==> src/verilog/fetch_pkg.sv <==
package fetch_pkg;

  // ------------------------------
  // widths and sizes
  // ------------------------------
  // virtual address width
  localparam int VLEN        = 32;
  // instruction width, no compressed support
  localparam int ILEN        = 32;
  // pc step per fetched word
  localparam int INSTR_BYTES = 4;
  // fetch queue entries
  localparam int QUEUE_DEPTH = 4;
  // return address stack entries
  localparam int RAS_DEPTH   = 2;
  // queue count must also hold the full value
  localparam int QCNT_W      = $clog2(QUEUE_DEPTH + 1);
  localparam int QPTR_W      = (QUEUE_DEPTH > 1) ? $clog2(QUEUE_DEPTH) : 1;

  // ------------------------------
  // rv32i encodings
  // ------------------------------
  localparam logic [6:0] OPC_BRANCH = 7'b1100011;
  localparam logic [6:0] OPC_JAL    = 7'b1101111;
  localparam logic [6:0] OPC_JALR   = 7'b1100111;
  // x1 is the link register
  localparam logic [4:0] REG_RA     = 5'd1;

  // control flow class handed to the decoder
  typedef enum logic [1:0] {
    CF_NONE,
    CF_BRANCH,
    CF_JUMP,
    CF_RETURN
  } cf_t;

  // scanner result for one word
  typedef struct packed {
    logic            is_branch;
    logic            is_jal;
    logic            is_call;
    logic            is_return;
    logic [VLEN-1:0] imm;
  } scan_t;

  typedef struct packed {
    logic [VLEN-1:0] pc;
    logic [ILEN-1:0] instr;
    cf_t             cf;
    logic [VLEN-1:0] predict_addr;
  } fetch_entry_t;

  // instruction memory port
  typedef struct packed {
    logic            req;
    logic            kill;
    logic [VLEN-1:0] vaddr;
  } imem_req_t;

  typedef struct packed {
    logic            ready;
    logic            valid;
    logic [VLEN-1:0] vaddr;
    logic [ILEN-1:0] data;
  } imem_rsp_t;

  // branch resolution from execute
  typedef struct packed {
    logic            valid;
    logic            mispredict;
    logic [VLEN-1:0] target;
  } resolve_t;

  typedef struct packed {
    logic            taken;
    logic [VLEN-1:0] target;
    cf_t             cf;
  } prediction_t;

  // top of the return address stack
  typedef struct packed {
    logic            valid;
    logic [VLEN-1:0] addr;
  } ras_entry_t;

endpackage

==> src/verilog/branch_predict.sv <==
`timescale 1ns/10ps

module branch_predict (
  input  logic                       valid_i,
  input  logic [fetch_pkg::VLEN-1:0] pc_i,
  input  fetch_pkg::scan_t           scan_i,
  input  fetch_pkg::ras_entry_t      ras_top_i,
  output fetch_pkg::prediction_t     pred_o,
  output logic                       ras_push_o,
  output logic                       ras_pop_o,
  output logic [fetch_pkg::VLEN-1:0] ras_data_o
);

  import fetch_pkg::*;

  logic [VLEN-1:0] imm_target;

  // shared adder for jal and branch targets
  assign imm_target = pc_i + scan_i.imm;

  // link address pushed by a call
  assign ras_data_o = pc_i + VLEN'(INSTR_BYTES);

  // ------------------------------
  // static prediction
  // ------------------------------
  always_comb begin
    pred_o     = '0;
    pred_o.cf  = CF_NONE;
    ras_push_o = 1'b0;
    ras_pop_o  = 1'b0;
    if (valid_i) begin
      if (scan_i.is_jal) begin
        // direct jump, target known right away
        pred_o.taken  = 1'b1;
        pred_o.target = imm_target;
        pred_o.cf     = CF_JUMP;
      end else if (scan_i.is_branch) begin
        // backward taken, forward not taken
        if (scan_i.imm[VLEN-1]) begin
          pred_o.taken  = 1'b1;
          pred_o.target = imm_target;
          pred_o.cf     = CF_BRANCH;
        end
      end else if (scan_i.is_return) begin
        // empty stack means no guess, fall through
        if (ras_top_i.valid) begin
          pred_o.taken  = 1'b1;
          pred_o.target = ras_top_i.addr;
          pred_o.cf     = CF_RETURN;
          ras_pop_o     = 1'b1;
        end
      end
      // a call is always a jal, so it is also taken above
      if (scan_i.is_call) begin
        ras_push_o = 1'b1;
      end
    end
  end

endmodule

==> src/verilog/fetch_queue.sv <==
`timescale 1ns/10ps

module fetch_queue #(
  parameter type entry_t = logic
) (
  input  logic                         clk_i,
  input  logic                         rst_ni,
  input  logic                         clear_i,
  input  logic                         push_i,
  input  entry_t                       entry_i,
  output logic [fetch_pkg::QCNT_W-1:0] space_o,
  output entry_t                       entry_o,
  output logic                         valid_o,
  input  logic                         ready_i
);

  import fetch_pkg::*;

  entry_t            mem_q [QUEUE_DEPTH];
  logic [QPTR_W-1:0] rptr_q, wptr_q;
  logic [QCNT_W-1:0] count_q;
  logic              full;
  logic              do_push;
  logic              do_pop;

  // wrap at the last entry, depth need not be a power of two
  function automatic logic [QPTR_W-1:0] next_ptr(input logic [QPTR_W-1:0] ptr);
    if (ptr == QPTR_W'(QUEUE_DEPTH - 1)) begin
      return '0;
    end
    return ptr + 1'b1;
  endfunction

  assign full    = (count_q == QCNT_W'(QUEUE_DEPTH));
  assign do_push = push_i & ~full;
  assign do_pop  = valid_o & ready_i;

  assign valid_o = (count_q != '0);
  assign entry_o = mem_q[rptr_q];
  assign space_o = QCNT_W'(QUEUE_DEPTH) - count_q;

  // ------------------------------
  // pointers and count
  // ------------------------------
  always_ff @(posedge clk_i or negedge rst_ni) begin
    if (!rst_ni) begin
      rptr_q  <= '0;
      wptr_q  <= '0;
      count_q <= '0;
    end else if (clear_i) begin
      rptr_q  <= '0;
      wptr_q  <= '0;
      count_q <= '0;
    end else begin
      if (do_push) begin
        wptr_q <= next_ptr(wptr_q);
      end
      if (do_pop) begin
        rptr_q <= next_ptr(rptr_q);
      end
      count_q <= count_q + QCNT_W'(do_push) - QCNT_W'(do_pop);
    end
  end

  // storage
  always_ff @(posedge clk_i) begin
    if (do_push && !clear_i) begin
      mem_q[wptr_q] <= entry_i;
    end
  end

endmodule

==> src/verilog/frontend.sv <==
`timescale 1ns/10ps

module frontend (
  input  logic                       clk_i,
  input  logic                       rst_ni,
  input  logic [fetch_pkg::VLEN-1:0] boot_addr_i,
  input  logic [fetch_pkg::VLEN-1:0] epc_i,
  input  logic [fetch_pkg::VLEN-1:0] trap_vector_base_i,
  input  logic                       eret_i,
  input  logic                       ex_valid_i,
  input  logic                       flush_i,
  input  fetch_pkg::resolve_t        resolved_i,
  output fetch_pkg::imem_req_t       imem_req_o,
  input  fetch_pkg::imem_rsp_t       imem_rsp_i,
  output fetch_pkg::fetch_entry_t    fetch_entry_o,
  output logic                       fetch_valid_o,
  input  logic                       fetch_ready_i
);

  import fetch_pkg::*;

  logic              word_valid;
  logic [VLEN-1:0]   word_pc;
  logic [ILEN-1:0]   word;
  logic              redirect;
  logic              push;
  logic [QCNT_W-1:0] queue_space;
  scan_t             scan;
  prediction_t       pred;
  ras_entry_t        ras_top;
  logic              ras_push;
  logic              ras_pop;
  logic [VLEN-1:0]   ras_data;
  fetch_entry_t      entry;

  // word survives unless an external redirect hits this cycle
  // a taken prediction still enters the queue
  assign push = word_valid & ~redirect;

  // ------------------------------
  // entry assembly
  // ------------------------------
  assign entry.pc           = word_pc;
  assign entry.instr        = word;
  assign entry.cf           = pred.cf;
  assign entry.predict_addr = pred.target;

  pc_gen i_pc_gen (
    .clk_i              (clk_i),
    .rst_ni             (rst_ni),
    .boot_addr_i        (boot_addr_i),
    .epc_i              (epc_i),
    .trap_vector_base_i (trap_vector_base_i),
    .eret_i             (eret_i),
    .ex_valid_i         (ex_valid_i),
    .flush_i            (flush_i),
    .resolved_i         (resolved_i),
    .pred_i             (pred),
    .queue_space_i      (queue_space),
    .imem_req_o         (imem_req_o),
    .imem_rsp_i         (imem_rsp_i),
    .word_valid_o       (word_valid),
    .word_pc_o          (word_pc),
    .word_o             (word),
    .redirect_o         (redirect)
  );

  instr_scan i_instr_scan (
    .instr_i (word),
    .scan_o  (scan)
  );

  // prediction only on a word that is actually kept
  branch_predict i_branch_predict (
    .valid_i    (push),
    .pc_i       (word_pc),
    .scan_i     (scan),
    .ras_top_i  (ras_top),
    .pred_o     (pred),
    .ras_push_o (ras_push),
    .ras_pop_o  (ras_pop),
    .ras_data_o (ras_data)
  );

  ras i_ras (
    .clk_i   (clk_i),
    .rst_ni  (rst_ni),
    .flush_i (flush_i),
    .push_i  (ras_push),
    .pop_i   (ras_pop),
    .data_i  (ras_data),
    .top_o   (ras_top)
  );

  fetch_queue #(
    .entry_t (fetch_entry_t)
  ) i_fetch_queue (
    .clk_i   (clk_i),
    .rst_ni  (rst_ni),
    .clear_i (redirect),
    .push_i  (push),
    .entry_i (entry),
    .space_o (queue_space),
    .entry_o (fetch_entry_o),
    .valid_o (fetch_valid_o),
    .ready_i (fetch_ready_i)
  );

endmodule

==> src/verilog/instr_scan.sv <==
`timescale 1ns/10ps

module instr_scan (
  input  logic [fetch_pkg::ILEN-1:0] instr_i,
  output fetch_pkg::scan_t           scan_o
);

  import fetch_pkg::*;

  logic [6:0]      opcode;
  logic [4:0]      rd;
  logic [4:0]      rs1;
  logic [VLEN-1:0] imm_b;
  logic [VLEN-1:0] imm_j;

  // standard rv32 field positions
  assign opcode = instr_i[6:0];
  assign rd     = instr_i[11:7];
  assign rs1    = instr_i[19:15];

  // ------------------------------
  // immediates
  // ------------------------------
  // b-type, bit 0 always zero
  assign imm_b = {{(VLEN-12){instr_i[31]}}, instr_i[7], instr_i[30:25],
                  instr_i[11:8], 1'b0};
  // j-type, bit 0 always zero
  assign imm_j = {{(VLEN-20){instr_i[31]}}, instr_i[19:12], instr_i[20],
                  instr_i[30:21], 1'b0};

  // ------------------------------
  // classification
  // ------------------------------
  always_comb begin
    scan_o = '0;
    // conditional branch
    scan_o.is_branch = (opcode == OPC_BRANCH);
    // direct jump, a call when it links into ra
    scan_o.is_jal    = (opcode == OPC_JAL);
    scan_o.is_call   = scan_o.is_jal && (rd == REG_RA);
    // jalr x0, 0(ra) style return
    // any other jalr has an unknown target and is left alone
    scan_o.is_return = (opcode == OPC_JALR) && (rd == 5'd0) && (rs1 == REG_RA);
    if (scan_o.is_jal) begin
      scan_o.imm = imm_j;
    end else if (scan_o.is_branch) begin
      scan_o.imm = imm_b;
    end
  end

endmodule

==> src/verilog/pc_gen.sv <==
`timescale 1ns/10ps

module pc_gen (
  input  logic                         clk_i,
  input  logic                         rst_ni,
  input  logic [fetch_pkg::VLEN-1:0]   boot_addr_i,
  input  logic [fetch_pkg::VLEN-1:0]   epc_i,
  input  logic [fetch_pkg::VLEN-1:0]   trap_vector_base_i,
  input  logic                         eret_i,
  input  logic                         ex_valid_i,
  input  logic                         flush_i,
  input  fetch_pkg::resolve_t          resolved_i,
  input  fetch_pkg::prediction_t       pred_i,
  input  logic [fetch_pkg::QCNT_W-1:0] queue_space_i,
  output fetch_pkg::imem_req_t         imem_req_o,
  input  fetch_pkg::imem_rsp_t         imem_rsp_i,
  output logic                         word_valid_o,
  output logic [fetch_pkg::VLEN-1:0]   word_pc_o,
  output logic [fetch_pkg::ILEN-1:0]   word_o,
  output logic                         redirect_o
);

  import fetch_pkg::*;

  logic            rst_load_q;
  logic [VLEN-1:0] npc_d, npc_q;
  logic [VLEN-1:0] fetch_addr;
  logic            outstanding_q;
  logic            word_valid_q;
  logic            is_mispredict;
  logic            kill;
  logic            room;
  logic            accept;

  // ------------------------------
  // redirects
  // ------------------------------
  assign is_mispredict = resolved_i.valid & resolved_i.mispredict;
  // external sources also empty the queue
  assign redirect_o    = is_mispredict | eret_i | ex_valid_i | flush_i;
  // a predicted taken word only drops what follows it
  assign kill          = redirect_o | pred_i.taken;

  // need a slot for the new word plus the registered one
  assign room   = queue_space_i > QCNT_W'(word_valid_q);
  assign accept = imem_req_o.req & imem_rsp_i.ready;

  // first cycle out of reset fetches from the boot address
  assign fetch_addr = rst_load_q ? boot_addr_i : npc_q;

  assign imem_req_o.req   = ~outstanding_q & ~kill & room;
  assign imem_req_o.kill  = kill;
  assign imem_req_o.vaddr = fetch_addr;

  // lowest to highest priority, later assignment wins
  always_comb begin
    npc_d = fetch_addr;
    if (accept) begin
      npc_d = fetch_addr + VLEN'(INSTR_BYTES);
    end
    if (pred_i.taken) begin
      npc_d = pred_i.target;
    end
    if (is_mispredict) begin
      npc_d = resolved_i.target;
    end
    if (eret_i) begin
      npc_d = epc_i;
    end
    if (ex_valid_i) begin
      npc_d = trap_vector_base_i;
    end
  end

  // ------------------------------
  // state
  // ------------------------------
  always_ff @(posedge clk_i or negedge rst_ni) begin
    if (!rst_ni) begin
      rst_load_q    <= 1'b1;
      npc_q         <= '0;
      outstanding_q <= 1'b0;
      word_valid_q  <= 1'b0;
    end else begin
      rst_load_q <= 1'b0;
      npc_q      <= npc_d;
      // kill drops the request in flight
      if (kill || imem_rsp_i.valid) begin
        outstanding_q <= 1'b0;
      end else if (accept) begin
        outstanding_q <= 1'b1;
      end
      // a response arriving with kill belongs to the old path
      word_valid_q <= imem_rsp_i.valid & ~kill;
    end
  end

  // response payload
  always_ff @(posedge clk_i) begin
    if (imem_rsp_i.valid) begin
      word_pc_o <= imem_rsp_i.vaddr;
      word_o    <= imem_rsp_i.data;
    end
  end

  assign word_valid_o = word_valid_q;

endmodule

==> src/verilog/ras.sv <==
`timescale 1ns/10ps

module ras (
  input  logic                       clk_i,
  input  logic                       rst_ni,
  input  logic                       flush_i,
  input  logic                       push_i,
  input  logic                       pop_i,
  input  logic [fetch_pkg::VLEN-1:0] data_i,
  output fetch_pkg::ras_entry_t      top_o
);

  import fetch_pkg::*;

  // entry 0 is the top of the stack
  logic [RAS_DEPTH-1:0] valid_q;
  logic [VLEN-1:0]      addr_q [RAS_DEPTH];

  assign top_o.valid = valid_q[0];
  assign top_o.addr  = addr_q[0];

  // valid bits, the only state that needs reset
  always_ff @(posedge clk_i or negedge rst_ni) begin
    if (!rst_ni) begin
      valid_q <= '0;
    end else if (flush_i) begin
      valid_q <= '0;
    end else if (push_i && pop_i) begin
      // return followed by call, top gets overwritten
      valid_q[0] <= 1'b1;
    end else if (push_i) begin
      // shift down, deepest entry falls off
      for (int i = RAS_DEPTH - 1; i > 0; i--) begin
        valid_q[i] <= valid_q[i-1];
      end
      valid_q[0] <= 1'b1;
    end else if (pop_i) begin
      for (int i = 0; i < RAS_DEPTH - 1; i++) begin
        valid_q[i] <= valid_q[i+1];
      end
      valid_q[RAS_DEPTH-1] <= 1'b0;
    end
  end

  // return addresses follow the same shifts
  always_ff @(posedge clk_i) begin
    if (push_i && pop_i) begin
      addr_q[0] <= data_i;
    end else if (push_i) begin
      for (int i = RAS_DEPTH - 1; i > 0; i--) begin
        addr_q[i] <= addr_q[i-1];
      end
      addr_q[0] <= data_i;
    end else if (pop_i) begin
      for (int i = 0; i < RAS_DEPTH - 1; i++) begin
        addr_q[i] <= addr_q[i+1];
      end
    end
  end

endmodule
==> config.mk <==
export PLATFORM = sky130hd
export DESIGN_NAME = frontend
export DESIGN_NICKNAME = d
export VERILOG_FILES = /design/src/verilog/fetch_pkg.sv /design/src/verilog/branch_predict.sv /design/src/verilog/fetch_queue.sv /design/src/verilog/frontend.sv /design/src/verilog/instr_scan.sv /design/src/verilog/pc_gen.sv /design/src/verilog/ras.sv
export SDC_FILE = /design/constraint.sdc
export NUM_CORES = 1
export LEC_CHECK = 0
export ABC_AREA = 0
export BUFFER_PORTS_ARGS = -buffer_cell sky130_fd_sc_hd__buf_2
export CORE_MARGIN = 5
export CORE_UTILIZATION = 58
export CTS_CLUSTER_SIZE = 40
export DETAILED_ROUTE_END_ITERATION = 8
export HOLD_SLACK_MARGIN = 0.02
export PLACE_DENSITY = 0.78
export SETUP_SLACK_MARGIN = 0.5
export SLEW_MARGIN = 10
export SYNTH_ARGS = -nofsm -noshare
export SYNTH_HDL_FRONTEND = slang
export SYNTH_HIERARCHICAL = 1
export SYNTH_SLANG_ARGS = --single-unit
==> constraint.sdc <==
create_clock -name clk_i -period 10.2 [get_ports clk_i]
set_clock_uncertainty 0.15 [all_clocks]
set_input_delay 2.04 -clock clk_i [delete_from_list [all_inputs] [get_ports clk_i]]
set_output_delay 2.04 -clock clk_i [all_outputs]
set_load 0.01 [all_outputs]
# Word-level counts from Yosys, hierarchy flattened
# Memories as Yosys holds them, arrays and structs flattened.
# Cells that the tools add are included.
word_totals:
  out_inout_bits: 133
  rom_bits: 0
  in_bits: 202
  register_bits: 108
  latch_bits: 0
  mem_count: 2
  ramBits: 456
  word_cells: 120
op_classes:
  magnitude_cmp: 1
  addsub: 8
  mux: 56
  div_mod_pow: 0
  n_mul: 0
  bitwise: 18
  eq_ne: 9
  shift: 0
  n_reduce_logical: 15
memory_table:
  columns: ["name", "depth", "width", "read_ports", "rd_clocked_by_memory_dff", "wr", "line_no", "rtl"]
  rows:
  - ["i_fetch_queue.mem_q", 4, 98, 1, 0, 1, "fetch_queue.sv:19", "entry_t mem_q [QUEUE_DEPTH];"]
  - ["i_ras.addr_q", 2, 32, 2, 0, 2, "ras.sv:17", "logic [VLEN-1:0] addr_q [RAS_DEPTH];"]
op_table:
  columns: ["operator", "n"]
  rows:
  - ["$mux W32", 10]
  - ["$mux W35", 6]
  - ["$add A32 B3 Y32 const B", 2]
  - ["$add A32 B32 Y32", 1]
  - ["$mux W1", 28]
  - ["$mux W2", 11]
  - ["$eq A7 B7 Y1 const B", 3]
  - ["$eq A5 B1 Y1 const B", 2]
  - ["$and A1 B1 Y1", 8]
  - ["$or A1 B1 Y1", 6]
  - ["$reduce_bool A2 Y1", 3]
  - ["$reduce_bool A3 Y1", 2]
  - ["$logic_and A1 B1 Y1", 5]
  - ["$logic_not A5 Y1", 1]
  - ["$add A2 B1 Y2 const B", 2]
  - ["$eq A2 B2 Y1 const B", 2]
  - ["$not A1 Y1", 4]
  - ["$reduce_bool A4 Y1", 1]
  - ["$add A3 B1 Y3", 1]
  - ["$eq A3 B3 Y1 const B", 1]
  - ["$gt A3 B1 Y1", 1]
  - ["$mux W3", 1]
  - ["$sub A3 B1 Y3", 1]
  - ["$sub A3 B3 Y3 const A", 1]
  - ["4 further kinds", 4]

# Logic depth before layout (Yosys ltp)
# Gate-level depths: netlist of run 1.
depth:
  depth_word: 18
  ltp_mapped: 20
  depth_no_buf: 17

# Hierarchy
# The synthesis of run 1 kept the hierarchy.
by_module_without_submodules:
  columns: ["module", "seq_area_each_um2", "instances", "area_per_inst_um2", "cells_per_inst"]
  rows:
  - ["fetch_queue", 11946.5, 1, 14755.4, 563]
  - ["pc_gen", 2798.9, 1, 5514.0, 530]
  - ["ras", 1971.9, 1, 2576.2, 111]
  - ["branch_predict", 0.0, 1, 2575.0, 392]
  - ["instr_scan", 0.0, 1, 395.4, 68]
  - ["frontend", 0.0, 1, 13.8, 1]

# Worst setup path after synthesis of run 1
# No wires, ideal clock.
synth_timing:
  kind: "input -> register"
  startpoint: "input ex_valid_i"
  endpoint: "memory i_fetch_queue/mem_q[1][0] in the netlist's numbering, enable pin"
  required_ps: 9355
  path_buffers: 2
  path_slack_ps: -950
  setup_ps: 695
  stages: 8
  arrival_ps: 10305
  path_cell_list: "clkbuf_1 nor2_1 nand2_1 or2_2 nor2b_4 nand2b_1 clkbuf_1 nor3b_1"
synth_via:
  elab_chain_len: 8
synth_rtl:
  columns: ["element", "line_no", "rtl"]
  rows:
  - ["from (decl)", "frontend.sv:10", "input logic ex_valid_i,"]
  - ["$or A1 B1 Y1 (2 in a row)", "pc_gen.sv:40", "assign redirect_o = is_mispredict | eret_i | ex_valid_i | flush_i;"]
  - ["via redirect", "frontend.sv:25", "logic redirect;"]
  - ["$not A1 Y1", "frontend.sv:38", "assign push = word_valid & ~redirect;"]
  - ["$and A1 B1 Y1", "frontend.sv:38", null]
  - ["via push", "frontend.sv:26", "logic push;"]
  - ["$and A1 B1 Y1", "fetch_queue.sv:35", "assign do_push = push_i & ~full;"]
  - ["$logic_and A1 B1 Y1", "fetch_queue.sv:67", "if (do_push && !clear_i) begin"]
  - ["$mux W1", "fetch_queue.sv:67", null]
  - ["$mux W1 (not written as such)", "fetch_queue.sv:68", "mem_q[wptr_q] <= entry_i;"]
  - ["to (decl)", "fetch_queue.sv:19", null]
# The timed path passes the listed nets, and every way through them passes these cells.

==> results of run 1 <==
==> per-stage QoR <==
stage	power (mW)	cell area, µm²	hold WS [ns]	setup slack [ns]	utilization (%)
after global placement	2.936	27760	0.2818	2.738	62.92
after global routing	5.083	29560	0.2899	2.249	66.99
final	4.920	29560	0.2995	2.470	66.99
after floorplan	2.808	25830	0.2762	-0.9497	-
after detailed placement	2.944	27760	0.2866	2.539	62.92
after CTS	4.941	29560	0.2923	2.532	66.99
==> synth_stat cells, types with 19 or more instances <==
library cell	number	area (µm²)
a21oi_1	70	350.3
and3_1	19	118.9
buf_4	22	165.2
clkbuf_1	38	142.6
dfrtp_1	43	1076
edfxtp_1	520	15610
ha_1	44	550.5
inv_1	52	195.2
mux2_2	21	236.5
mux2_4	30	450.4
mux2i_1	24	240.2
mux4_2	98	2207
nand2_1	126	473.0
nand3_1	27	135.1
nor2_1	74	277.8
o21ai_0	57	285.3
xnor2_1	46	402.9
xor2_1	26	227.7
==> routing by layer <==
| layer | up-vias | GRT usage [%] | part of all wire, % |
|---|---|---|---|
| met4 | 0 | 8.884 | 3.4 |
| met2 | 741 | 43.56 | 48 |
| li1 | 7121 | - | - |
| met5 | - | 0 | 0 |
| met1 | 8280 | 39.34 | 42 |
| met3 | 130 | 3.976 | 6.7 |
==> state kept, by name, summed over array words and instances (netlist names) <==
| signal | count |
|---|---|
| i_fetch_queue/mem_q | 392 |
| i_ras/valid_q | 2 |
| i_fetch_queue/count_q | 3 |
| i_pc_gen/npc_q | 32 |
| i_pc_gen/word_o | 32 |
| i_pc_gen/outstanding_q | 1 |
| i_ras/addr_q | 64 |
| i_pc_gen/word_valid_o | 1 |
| i_pc_gen/word_pc_o | 32 |
| i_fetch_queue/wptr_q | 2 |
| i_pc_gen/rst_load_q | 1 |
| i_fetch_queue/rptr_q | 2 |
==> how the worst max path moves through the flow <==
stage | start | to | slack [ns]
floorplan | ex_valid_i | i_fetch_queue/mem_q[1][0]$_DFFE_PP_ | -0.95
global placement | ex_valid_i | imem_req_o[33] | 2.74
detailed placement | ex_valid_i | imem_req_o[33] | 2.54
finish | ex_valid_i | imem_req_o[33] | 2.47
global route | ex_valid_i | imem_req_o[33] | 2.25
CTS | ex_valid_i | imem_req_o[33] | 2.53
==> cells by family after synthesis <==
family	synth area share, %
adder cells (fa/ha/maj)	2.286
AND/OR/NAND/NOR	7.121
buffers and inverters	3.488
AO/OA/AOI/OAI	7.780
multiplexers	12.13
flip-flops	64.72
other	0.02907
XOR/XNOR	2.441
==> power by group <==
| group | internal (mW) | total [mW] | switching (mW) |
|---|---|---|---|
| clock | 1.17 | 2.02 | 0.851 |
| combinational | 0.122 | 0.288 | 0.166 |
| sequential | 2.56 | 2.62 | 0.0526 |
| total | 3.85 | 4.92 | 1.07 |
==> final cells by class <==
cell class,instances,area share (%)
Sequential cell,564,56.58
Multi-Input combinational cell,953,27.88
Tap cell,592,2.506
Inverter,52,0.6603
Clock inverter,30,1.012
Clock buffer,71,5.071
Timing Repair Buffer,359,6.290
==> flow_metrics.tcl, run 1 <==
set metrics [dict create \
    outcome "finished, final reports clean" \
    hold_buffers 0 \
    crit_slowest_cell "nor2_1" \
    max_cap_violations 0 \
    vias 16270 \
    grt_max_degree 68 \
    r2r_setup_slack_ns 4.90 \
    hp-start "i_ras/addr_q[0][23]$_DFFE_PP_" \
    cts_setup_buffers 0 \
    row_count 77 \
    final_cell_mix "520 x edfxtp_1, 334 x buf_2, 126 x nand2_1, 98 x mux4_2, 72 x nor2_1" \
    drive_gt1_share_pct 31.25 \
    vdd_ir_drop_max_uv 153.4 \
    grt.total_usage_pct 27.24 \
    clock_latency_ns 0.61 \
    hold_violations 0 \
    cts_resized 0 \
    yosysSeqAreaShare_pct 64.72 \
    diodes 0 \
    clockBufferDepth 3 \
    cts-root-buf "clkbuf_16" \
    drt-vias-per-instance 6.208 \
    overflow 0 \
    drt_wl_total_mm 68.43 \
    worst_setup_path_end_kind "primary output" \
    timing.final.crit_period_ns 7.730 \
    syn_nets 1913 \
    synth_cell_type_count 93 \
    post_drt_wl_per_cell_um 26.11 \
    tightest_slew_ns 1.340 \
    whs_endpoint "i_ras/addr_q[1][23]$_DFFE_PP_" \
    clk_pin_slew_ns 0.06 \
    io_buffer_count 334 \
    ys.flop_type "edfxtp_1" \
    drv_slew 0 \
    critical_path.max_stage_delay_ns 0.86 \
    path_cells "buf_2, nor2_1, nand2_1, or2_2, nor2b_4, o21ai_2, nand2_1, buf_4, a21o_1, a2111oi_4, buf_4, buf_2" \
    holdCritPathClass "register to register" \
    crit_required_ns 8.01 \
    syn_to_final_growth_pct 14.45 \
    layout_commonest_cell "edfxtp_1" \
    final_cells 2621 \
    max_freq_mhz 129.4 \
    path_depth 12 \
    synthesis.instances 1665 \
    setup_viol 0 \
    avgSynthCellArea_um2 15.51 \
    antenna_found_initial 1 \
    grt_first_pass_wirelength_mm 102.1 \
    placed_cells 2520 \
    initial_core_util_pct 58.54 \
    dp.final_hpwl_mm 46.47 \
    rsz0062_at_grt "no" \
    fill_cells 3068 \
    clock-sinks 564 \
    slew_headroom_pct 9.720 \
    p_leak_nw 10.19 \
    post-route-period-util_pct 75.79 \
    start_kind "primary input" \
    die_x_um 221.0 \
    htree_levels 2 \
    die_h_um 221.0 \
    ys_ff_latch 564 \
    cts_made_buffers 56 \
    final_nets 2234 \
    yosys_warnings 6 \
    cts_tree "yes" \
    dieArea_um2 48850 \
    cp_max_fo 52 \
    r2r-end "i_pc_gen/npc_q[26]$_DFF_PN0_" \
    power_density_nw_per_um2 166.4 \
    grt_pass1_vias 16170 \
    arrival_ns 5.54 \
    crit_type "primary input to primary output" \
    seq_area_um2 16720 \
    gp_congestion 0.9399 \
    drcViolationCount 0 \
    cp_top_family "simple AND/OR/NAND/NOR gates" \
    multi_input_area_um2 8243 \
    r2r-start "i_pc_gen/word_o[2]$_DFFE_PP_" \
    final_antenna_net_count 0 \
    synth_edf_count 520 \
    path_buf_inv 4 \
    synth_area_um2 25830 \
    reg2regPathDepth 16 \
    first_pass_iters 5 \
    min_path_cells 0 \
    initialDrtViolationCount 1741 \
    io_pins 335 \
    core_um2 44120 \
    ys_async_sr_fraction_pct 7.801 \
    setup-tns-final_ns 0 \
]
(Power assumes the default switching activity.)
==> inputs of run 2 (changes only) <==
--- a/config.mk
+++ b/config.mk
@@ -8,11 +8,11 @@
 export ABC_AREA = 0
 export BUFFER_PORTS_ARGS = -buffer_cell sky130_fd_sc_hd__buf_2
 export CORE_MARGIN = 5
-export CORE_UTILIZATION = 58
+export CORE_UTILIZATION = 53
 export CTS_CLUSTER_SIZE = 40
 export DETAILED_ROUTE_END_ITERATION = 8
 export HOLD_SLACK_MARGIN = 0.02
-export PLACE_DENSITY = 0.78
+export PLACE_DENSITY = 0.75
 export SETUP_SLACK_MARGIN = 0.5
 export SLEW_MARGIN = 10
 export SYNTH_ARGS = -nofsm -noshare
==> constraint.sdc (replaced) <==
create_clock -name clk_i -period 6.49 [get_ports clk_i]
set_clock_uncertainty 0.15 [all_clocks]
set_input_delay 1.298 -clock clk_i [delete_from_list [all_inputs] [get_ports clk_i]]
set_output_delay 1.298 -clock clk_i [all_outputs]
set_load 0.01 [all_outputs]
==> run 2 against run 1 <==
Compared with the run above:
- critical path type unchanged
- highest routed layer is now met5
- first-iteration DRC count fell by 12%
- die area increased by 9.0%
- largest cell class unchanged
- combinational power grew 56%
- total power increased by 56%
- clock-buffer cell count shrank 1
- sequential share of layout area decreased by 0.093 points
==> flow_metrics.tcl, run 2 (synthesis gave the netlist of run 1 again) <==
set metrics [dict create \
    outcome "finished, final reports clean" \
    grt_max_degree 68 \
    cp_max_fo 33 \
    power_frac_seq_pct 53.7 \
    hp-start "i_ras/addr_q[0][3]$_DFFE_PP_" \
    crit_type "primary input to primary output" \
    cts_resized 0 \
    drt-vias-per-instance 6.080 \
    seq_area_um2 16720 \
    path_cells "buf_2, nor2_1, buf_4, nand2_1, or2_2, nor2b_4, o21ai_2, nand2_1, a21o_1, a2111oi_4, buf_4, buf_2" \
    multi_input_area_um2 8268 \
    io_buffer_count 334 \
    whs_endpoint "i_ras/addr_q[1][3]$_DFFE_PP_" \
    r2r-start "i_pc_gen/word_o[2]$_DFFE_PP_" \
    slew_headroom_pct 15.96 \
    drv_slew 0 \
    cts_made_buffers 56 \
    fill_cells 3609 \
    gp_congestion 0.9264 \
    htree_levels 2 \
    cts-root-buf "clkbuf_16" \
    p_int_mw 5.974 \
    drt_wl_total_mm 68.31 \
    setup-tns-final_ns 0 \
    postLayoutCoreUtil_pct 60.99 \
    tightest_slew_ns 1.247 \
    dieArea_um2 53250 \
    pwr-share-clk_pct 40.5 \
    power.switching_mw 1.702 \
    largest_reg_flops 392 \
    clock-sinks 564 \
    die_h_um 230.8 \
    first_pass_iters 5 \
    rsz0062_at_grt "no" \
    top_regs "i_fetch_queue/mem_q: 392 flops, i_ras/addr_q: 64 flops" \
    cp_top_family "buffers and inverters" \
    switching_share_pct 22.18 \
    drive_gt1_share_pct 31.08 \
    clk_pin_slew_ns 0.06 \
    start_kind "primary input" \
    holdCritPathClass "register to register" \
    core_um2 48550 \
    vias 16130 \
    path_buf_inv 4 \
    min_path_cells 0 \
    syn_to_final_growth_pct 14.63 \
    grt.total_usage_pct 25.03 \
    final_nets 2235 \
    comb_power_share_pct 5.9 \
    reg2regPathDepth 15 \
    arrival_ns 3.88 \
    hold_violations 0 \
    r2r-end "i_pc_gen/npc_q[29]$_DFF_PN0_" \
    placed_cells 2551 \
    setup_viol 0 \
    initialDrtViolationCount 1528 \
    post_drt_wl_per_cell_um 25.75 \
    cts_tree "yes" \
    hold_ws_ns 0.2952 \
    final_cell_mix "520 x edfxtp_1, 333 x buf_2, 126 x nand2_1, 98 x mux4_2, 72 x nor2_1" \
    clock_latency_ns 0.61 \
    row_count 81 \
    grt_pass1_vias 15830 \
    r2r_setup_slack_ns 1.47 \
    overflow 0 \
    cts_setup_buffers 0 \
    io_pins 335 \
    die_x_um 230.8 \
    layout_commonest_cell "edfxtp_1" \
    grt_first_pass_wirelength_mm 100.7 \
    clockBufferDepth 3 \
    power_density_nw_per_um2 259.2 \
    initial_core_util_pct 53.21 \
    crit_slowest_cell "buf_2" \
    post-route-period-util_pct 82.16 \
    max_freq_mhz 187.5 \
    p_leak_nw 10.23 \
    max_cap_violations 0 \
    antenna_found_initial 2 \
    finalPower_mw 7.676 \
    critical_path.max_stage_delay_ns 0.45 \
    drcViolationCount 0 \
    hold_buffers 0 \
    final_antenna_net_count 0 \
    dp.final_hpwl_mm 47.15 \
    vdd_ir_drop_max_uv 201.9 \
    path_depth 12 \
    final_cells 2653 \
    timing.final.crit_period_ns 5.332 \
    worst_setup_path_end_kind "primary output" \
    regMostFlops "i_fetch_queue/mem_q" \
    crit_required_ns 5.04 \
]
run 2: cell types whose count changed in the layout (fill, tap and decap cells not counted):
cell / previous run / this run
nor3b_2: 4 / 0
nor3b_4: 0 / 4
buf_12: 0 / 2
clkbuf_1: 12 / 14
clkbuf_8: 2 / 0
clkinv_1: 10 / 12
clkinv_2: 7 / 5
inv_6: 1 / 3
buf_2: 334 / 333
bufinv_16: 5 / 4
clkbuf_16: 57 / 56
clkinv_8: 0 / 1
clkinvlp_4: 4 / 3
diode_2: 0 / 1
run 2: area by class of cell:
cell class / count / share of cell area [%]
diodes: 1 / 0.008451
flip-flops and latches: 564 / 56.48
multi-input cells: 953 / 27.92
clock buffers: 70 / 4.910
inverters: 52 / 0.6592
repair buffers: 360 / 6.398
well taps: 622 / 2.628
clock inverters: 31 / 0.9888
run 2: per-stage QoR:
step / worst slack [ns] / cell area [µm²]
after floorplan: -0.4604 / 25850
after detailed placement: 1.230 / 27860
after global routing: 1.009 / 29610
final: 1.158 / 29610
after CTS: 1.169 / 29610
after global placement: 1.295 / 27860
run 2: worst max path at each step:
stage                                  from                             endpoint  slack, ns
5_1_grt        i_pc_gen/word_o[2]$_DFFE_PP_                       imem_req_o[33]       1.01
4_1_cts        i_pc_gen/word_o[2]$_DFFE_PP_                       imem_req_o[33]       1.17
3_5_place_dp                         eret_i                       imem_req_o[33]       1.23
3_3_place_gp                         eret_i                       imem_req_o[33]       1.29
2_1_floorplan                    ex_valid_i  i_fetch_queue/mem_q[1][0]$_DFFE_PP_      -0.46
6_report                             eret_i                       imem_req_o[33]       1.16
run 2: metal layers:
metal | routed length (µm) | global-route usage, % | up-vias
li1 | - | - | 7128
met1 | 28740 | 35.92 | 8225
met2 | 32800 | 39.68 | 662
met3 | 4780 | 4.526 | 114
met4 | 1963 | 7.708 | 2
met5 | 26 | 0 | -
run 2: power by group through the flow:
stage	combinational, mW	clock (mW)	sequential [mW]
final	0.449	3.11	4.12
after global routing	0.483	3.33	4.13
after CTS	0.443	3.17	4.12
after detailed placement	0.440	0	4.19
after global placement	0.436	0	4.19
after floorplan	0.267	0	4.15
==> inputs of run 3 (changes only) <==
--- a/config.mk
+++ b/config.mk
@@ -5,14 +5,14 @@
 export SDC_FILE = /design/constraint.sdc
 export NUM_CORES = 1
 export LEC_CHECK = 0
-export ABC_AREA = 0
+export ABC_AREA = 1
 export BUFFER_PORTS_ARGS = -buffer_cell sky130_fd_sc_hd__buf_2
 export CORE_MARGIN = 5
-export CORE_UTILIZATION = 53
+export CORE_UTILIZATION = 59
 export CTS_CLUSTER_SIZE = 40
 export DETAILED_ROUTE_END_ITERATION = 8
 export HOLD_SLACK_MARGIN = 0.02
-export PLACE_DENSITY = 0.75
+export PLACE_DENSITY = 0.78
 export SETUP_SLACK_MARGIN = 0.5
 export SLEW_MARGIN = 10
 export SYNTH_ARGS = -nofsm -noshare
==> constraint.sdc (replaced) <==
create_clock -name clk_i -period 5 [get_ports clk_i]
set_clock_uncertainty 0.15 [all_clocks]
set_input_delay 1 -clock clk_i [delete_from_list [all_inputs] [get_ports clk_i]]
set_output_delay 1 -clock clk_i [all_outputs]
set_load 0.01 [all_outputs]
==> run 3 against run 2 <==
Compared with the run above:
- global-route usage rose by 4.1 points
- hold slack lost 0.029 ns
- first-iteration DRC count grew 31%
==> flow_metrics.tcl, run 3 <==
set metrics [dict create \
    outcome "finished, final reports clean" \
    multi_input_area_um2 9579 \
    vias 22610 \
    ys.flop_type "edfxtp_1" \
    crit_type "register to primary output" \
    comb_power_share_pct 6.1 \
    seq_area_um2 16720 \
    finalPower_mw 10.27 \
    drt_wl_total_mm 79.29 \
    switching_share_pct 22.92 \
    ys_async_sr_fraction_pct 7.801 \
    post-route-period-util_pct 85.01 \
    io_buffer_count 334 \
    final_nets 3688 \
    synth_largest_area_cell "edfxtp_1" \
    max_freq_mhz 235.3 \
    syn_to_final_growth_pct 13.47 \
    first_pass_iters 6 \
    yosysSeqAreaShare_pct 57.61 \
    fill_cells 3825 \
    slew_headroom_pct 25.10 \
    clockBufferDepth 3 \
    crit_slowest_cell "edfxtp_1" \
    grt_max_degree 137 \
    hold_violations 0 \
    rsz0062_at_grt "no" \
    crit_required_ns 3.85 \
    yosys.area.top_type_share_pct 53.81 \
    initialDrtViolationCount 2005 \
    arrival_ns 3.10 \
    synth.area.top_cells "edfxtp_1 54%, nand2_1 15%, inv_1 5.9%, o211ai_1 5.3%, dfrtp_1 3.7%" \
    holdCritPathClass "primary input to async pin" \
    drv_slew 0 \
    ys_ff_latch 564 \
    synthesis.instances 3144 \
    grt_first_pass_wirelength_mm 121.8 \
    synth_area_um2 29020 \
    yosysMostFrequentCell "nand2_1" \
    postLayoutCoreUtil_pct 67.55 \
    synth_cell_type_count 46 \
    layout_commonest_cell "nand2_1" \
    die_h_um 231.8 \
    use_met1_pct 38.92 \
    max_cap_violations 0 \
    cts-root-buf "clkbuf_16" \
    overflow 0 \
    row_count 81 \
    grt_pass1_vias 22050 \
    syn_nets 3392 \
    hold_buffers 0 \
    drive_gt1_share_pct 15.88 \
    cts_tree "yes" \
    largest_reg_flops 392 \
    final_cell_mix "1132 x nand2_1, 520 x edfxtp_1, 459 x inv_1, 334 x buf_2, 204 x o211ai_1" \
    clock_latency_ns 0.62 \
    antenna_found_initial 2 \
    grt.total_usage_pct 29.13 \
    die_x_um 231.8 \
    cp_top_family "simple AND/OR/NAND/NOR gates" \
    synth_edf_count 520 \
    path_cells "nand3_2, clkinv_4, nand3_4, nand2_1, nand2_1, inv_1, nor2_1, a21oi_4, inv_2, nand4_2, nor2_4, buf_2" \
    p_leak_nw 14.84 \
    synth_commonest_cells "1132 x nand2_1, 520 x edfxtp_1, 459 x inv_1" \
    vdd_ir_drop_max_uv 283.7 \
    r2r-end "i_pc_gen/npc_q[26]$_DFF_PN0_" \
    diodes 0 \
    setup_viol 0 \
    power.switching_mw 2.353 \
    r2r-start "i_pc_gen/word_o[5]$_DFFE_PP_" \
    grt-busiest-layer "met2" \
    worst_setup_path_end_kind "primary output" \
    clk_pin_slew_ns 0.06 \
    regMostFlops "i_fetch_queue/mem_q" \
    critical_path.max_stage_delay_ns 0.45 \
    path_buf_inv 4 \
    drt-vias-per-instance 5.446 \
    initial_core_util_pct 59.53 \
    io_pins 335 \
    post_drt_wl_per_cell_um 19.10 \
    reg2regPathDepth 22 \
    drcViolationCount 0 \
    cts_made_buffers 57 \
    timing.final.crit_period_ns 4.250 \
    top_regs "i_fetch_queue/mem_q: 392 flops, i_ras/addr_q: 64 flops" \
    yosys_warnings 6 \
    p_int_mw 7.914 \
    htree_levels 2 \
    cp_max_fo 32 \
    dp.final_hpwl_mm 55.59 \
    tightest_slew_ns 1.112 \
    dieArea_um2 53720 \
    grt_util_met3_pct 4.427 \
    power_frac_seq_pct 51.9 \
    r2r_setup_slack_ns 0.82 \
    clock-sinks 564 \
    final_antenna_net_count 0 \
    hold_ws_ns 0.2663 \
    pwr-share-clk_pct 42.0 \
    start_kind "register" \
    avgSynthCellArea_um2 9.230 \
    gp_congestion 0.9767 \
    core_um2 48750 \
    power_density_nw_per_um2 311.8 \
    met2_usage_pct 48.77 \
    critPathMostFrequentCell "nand2_1" \
    cp-startpoint "i_pc_gen/word_o[5]$_DFFE_PP_" \
]
## run 3: cell types whose count changed after synthesis, sizes merged, moves of 98 or more
| cell | change |
|---|---|
| nor2 | +157 |
| nand3 | +125 |
| nand2 | +1024 |
| mux4 | -98 |
| o211ai | +194 |
| inv | +417 |
## run 3: layer usage
metal,routed length (µm),vias up
met5,0,-
met4,3054,0
met3,5695,176
met2,38200,980
met1,32340,10610
li1,-,10840
## run 3: repair_timing
action	CTS	global route
resized for setup	2	14
setup buffers	0	3
endpoints found under the setup margin	4	26
pin swaps	0	1
hold endpoints to repair	0	0
## run 3: kinds of logic after synthesis
family	after synthesis	synth area share (%)
compound gates	298	7.084
xor+xnor	33	0.9960
fa+ha+maj	46	2.035
buf+inv	609	9.680
flops	564	57.61
other cells	2	0.02588
simple gates	1592	22.57
## run 3: cell type report
type                       instances  area share (%)
sequential                       564           50.78
multi-input combinational       1971           29.09
timing repair buffer             375           6.353
inverter                         471           5.422
clock buffer                      61           4.377
tap                              664           2.523
clock inverter                    46           1.452
## run 3: worst max path at each step
stage                                                to  slack (ns)  depth (start not counted)
floorplan           i_fetch_queue/mem_q[0][0]$_DFFE_PP_       -0.43                          7
global placement           i_pc_gen/npc_q[29]$_DFF_PN0_        0.57                         24
detailed placement         i_pc_gen/npc_q[26]$_DFF_PN0_        0.54                         26
CTS                                      imem_req_o[33]        0.50                         13
global route                             imem_req_o[33]        0.53                         12
finish                                   imem_req_o[33]        0.75                         12
## run 3: stage by stage
| step | setup TNS (ns) | area (µm²) | std cells | worst slack, ns |
|---|---|---|---|---|
| global route | 0 | 32930 | 4152 | 0.5329 |
| floorplan | -170.09 | 29030 | 3144 | -0.4339 |
| detailed placement | 0 | 30930 | 4042 | 0.5442 |
| finish | 0 | 32930 | 4152 | 0.7496 |
| global placement | 0 | 30930 | 4042 | 0.5736 |
| CTS | 0 | 32860 | 4149 | 0.5025 |
## run 3: power groups by stage
stage / clock network (mW) / logic [mW] / registers (mW)
finish: 4.31 / 0.622 / 5.33
global route: 4.59 / 0.694 / 5.34
CTS: 4.37 / 0.613 / 5.33
global placement: 0 / 0.602 / 5.43
floorplan: 0 / 0.378 / 5.38
detailed placement: 0 / 0.607 / 5.43
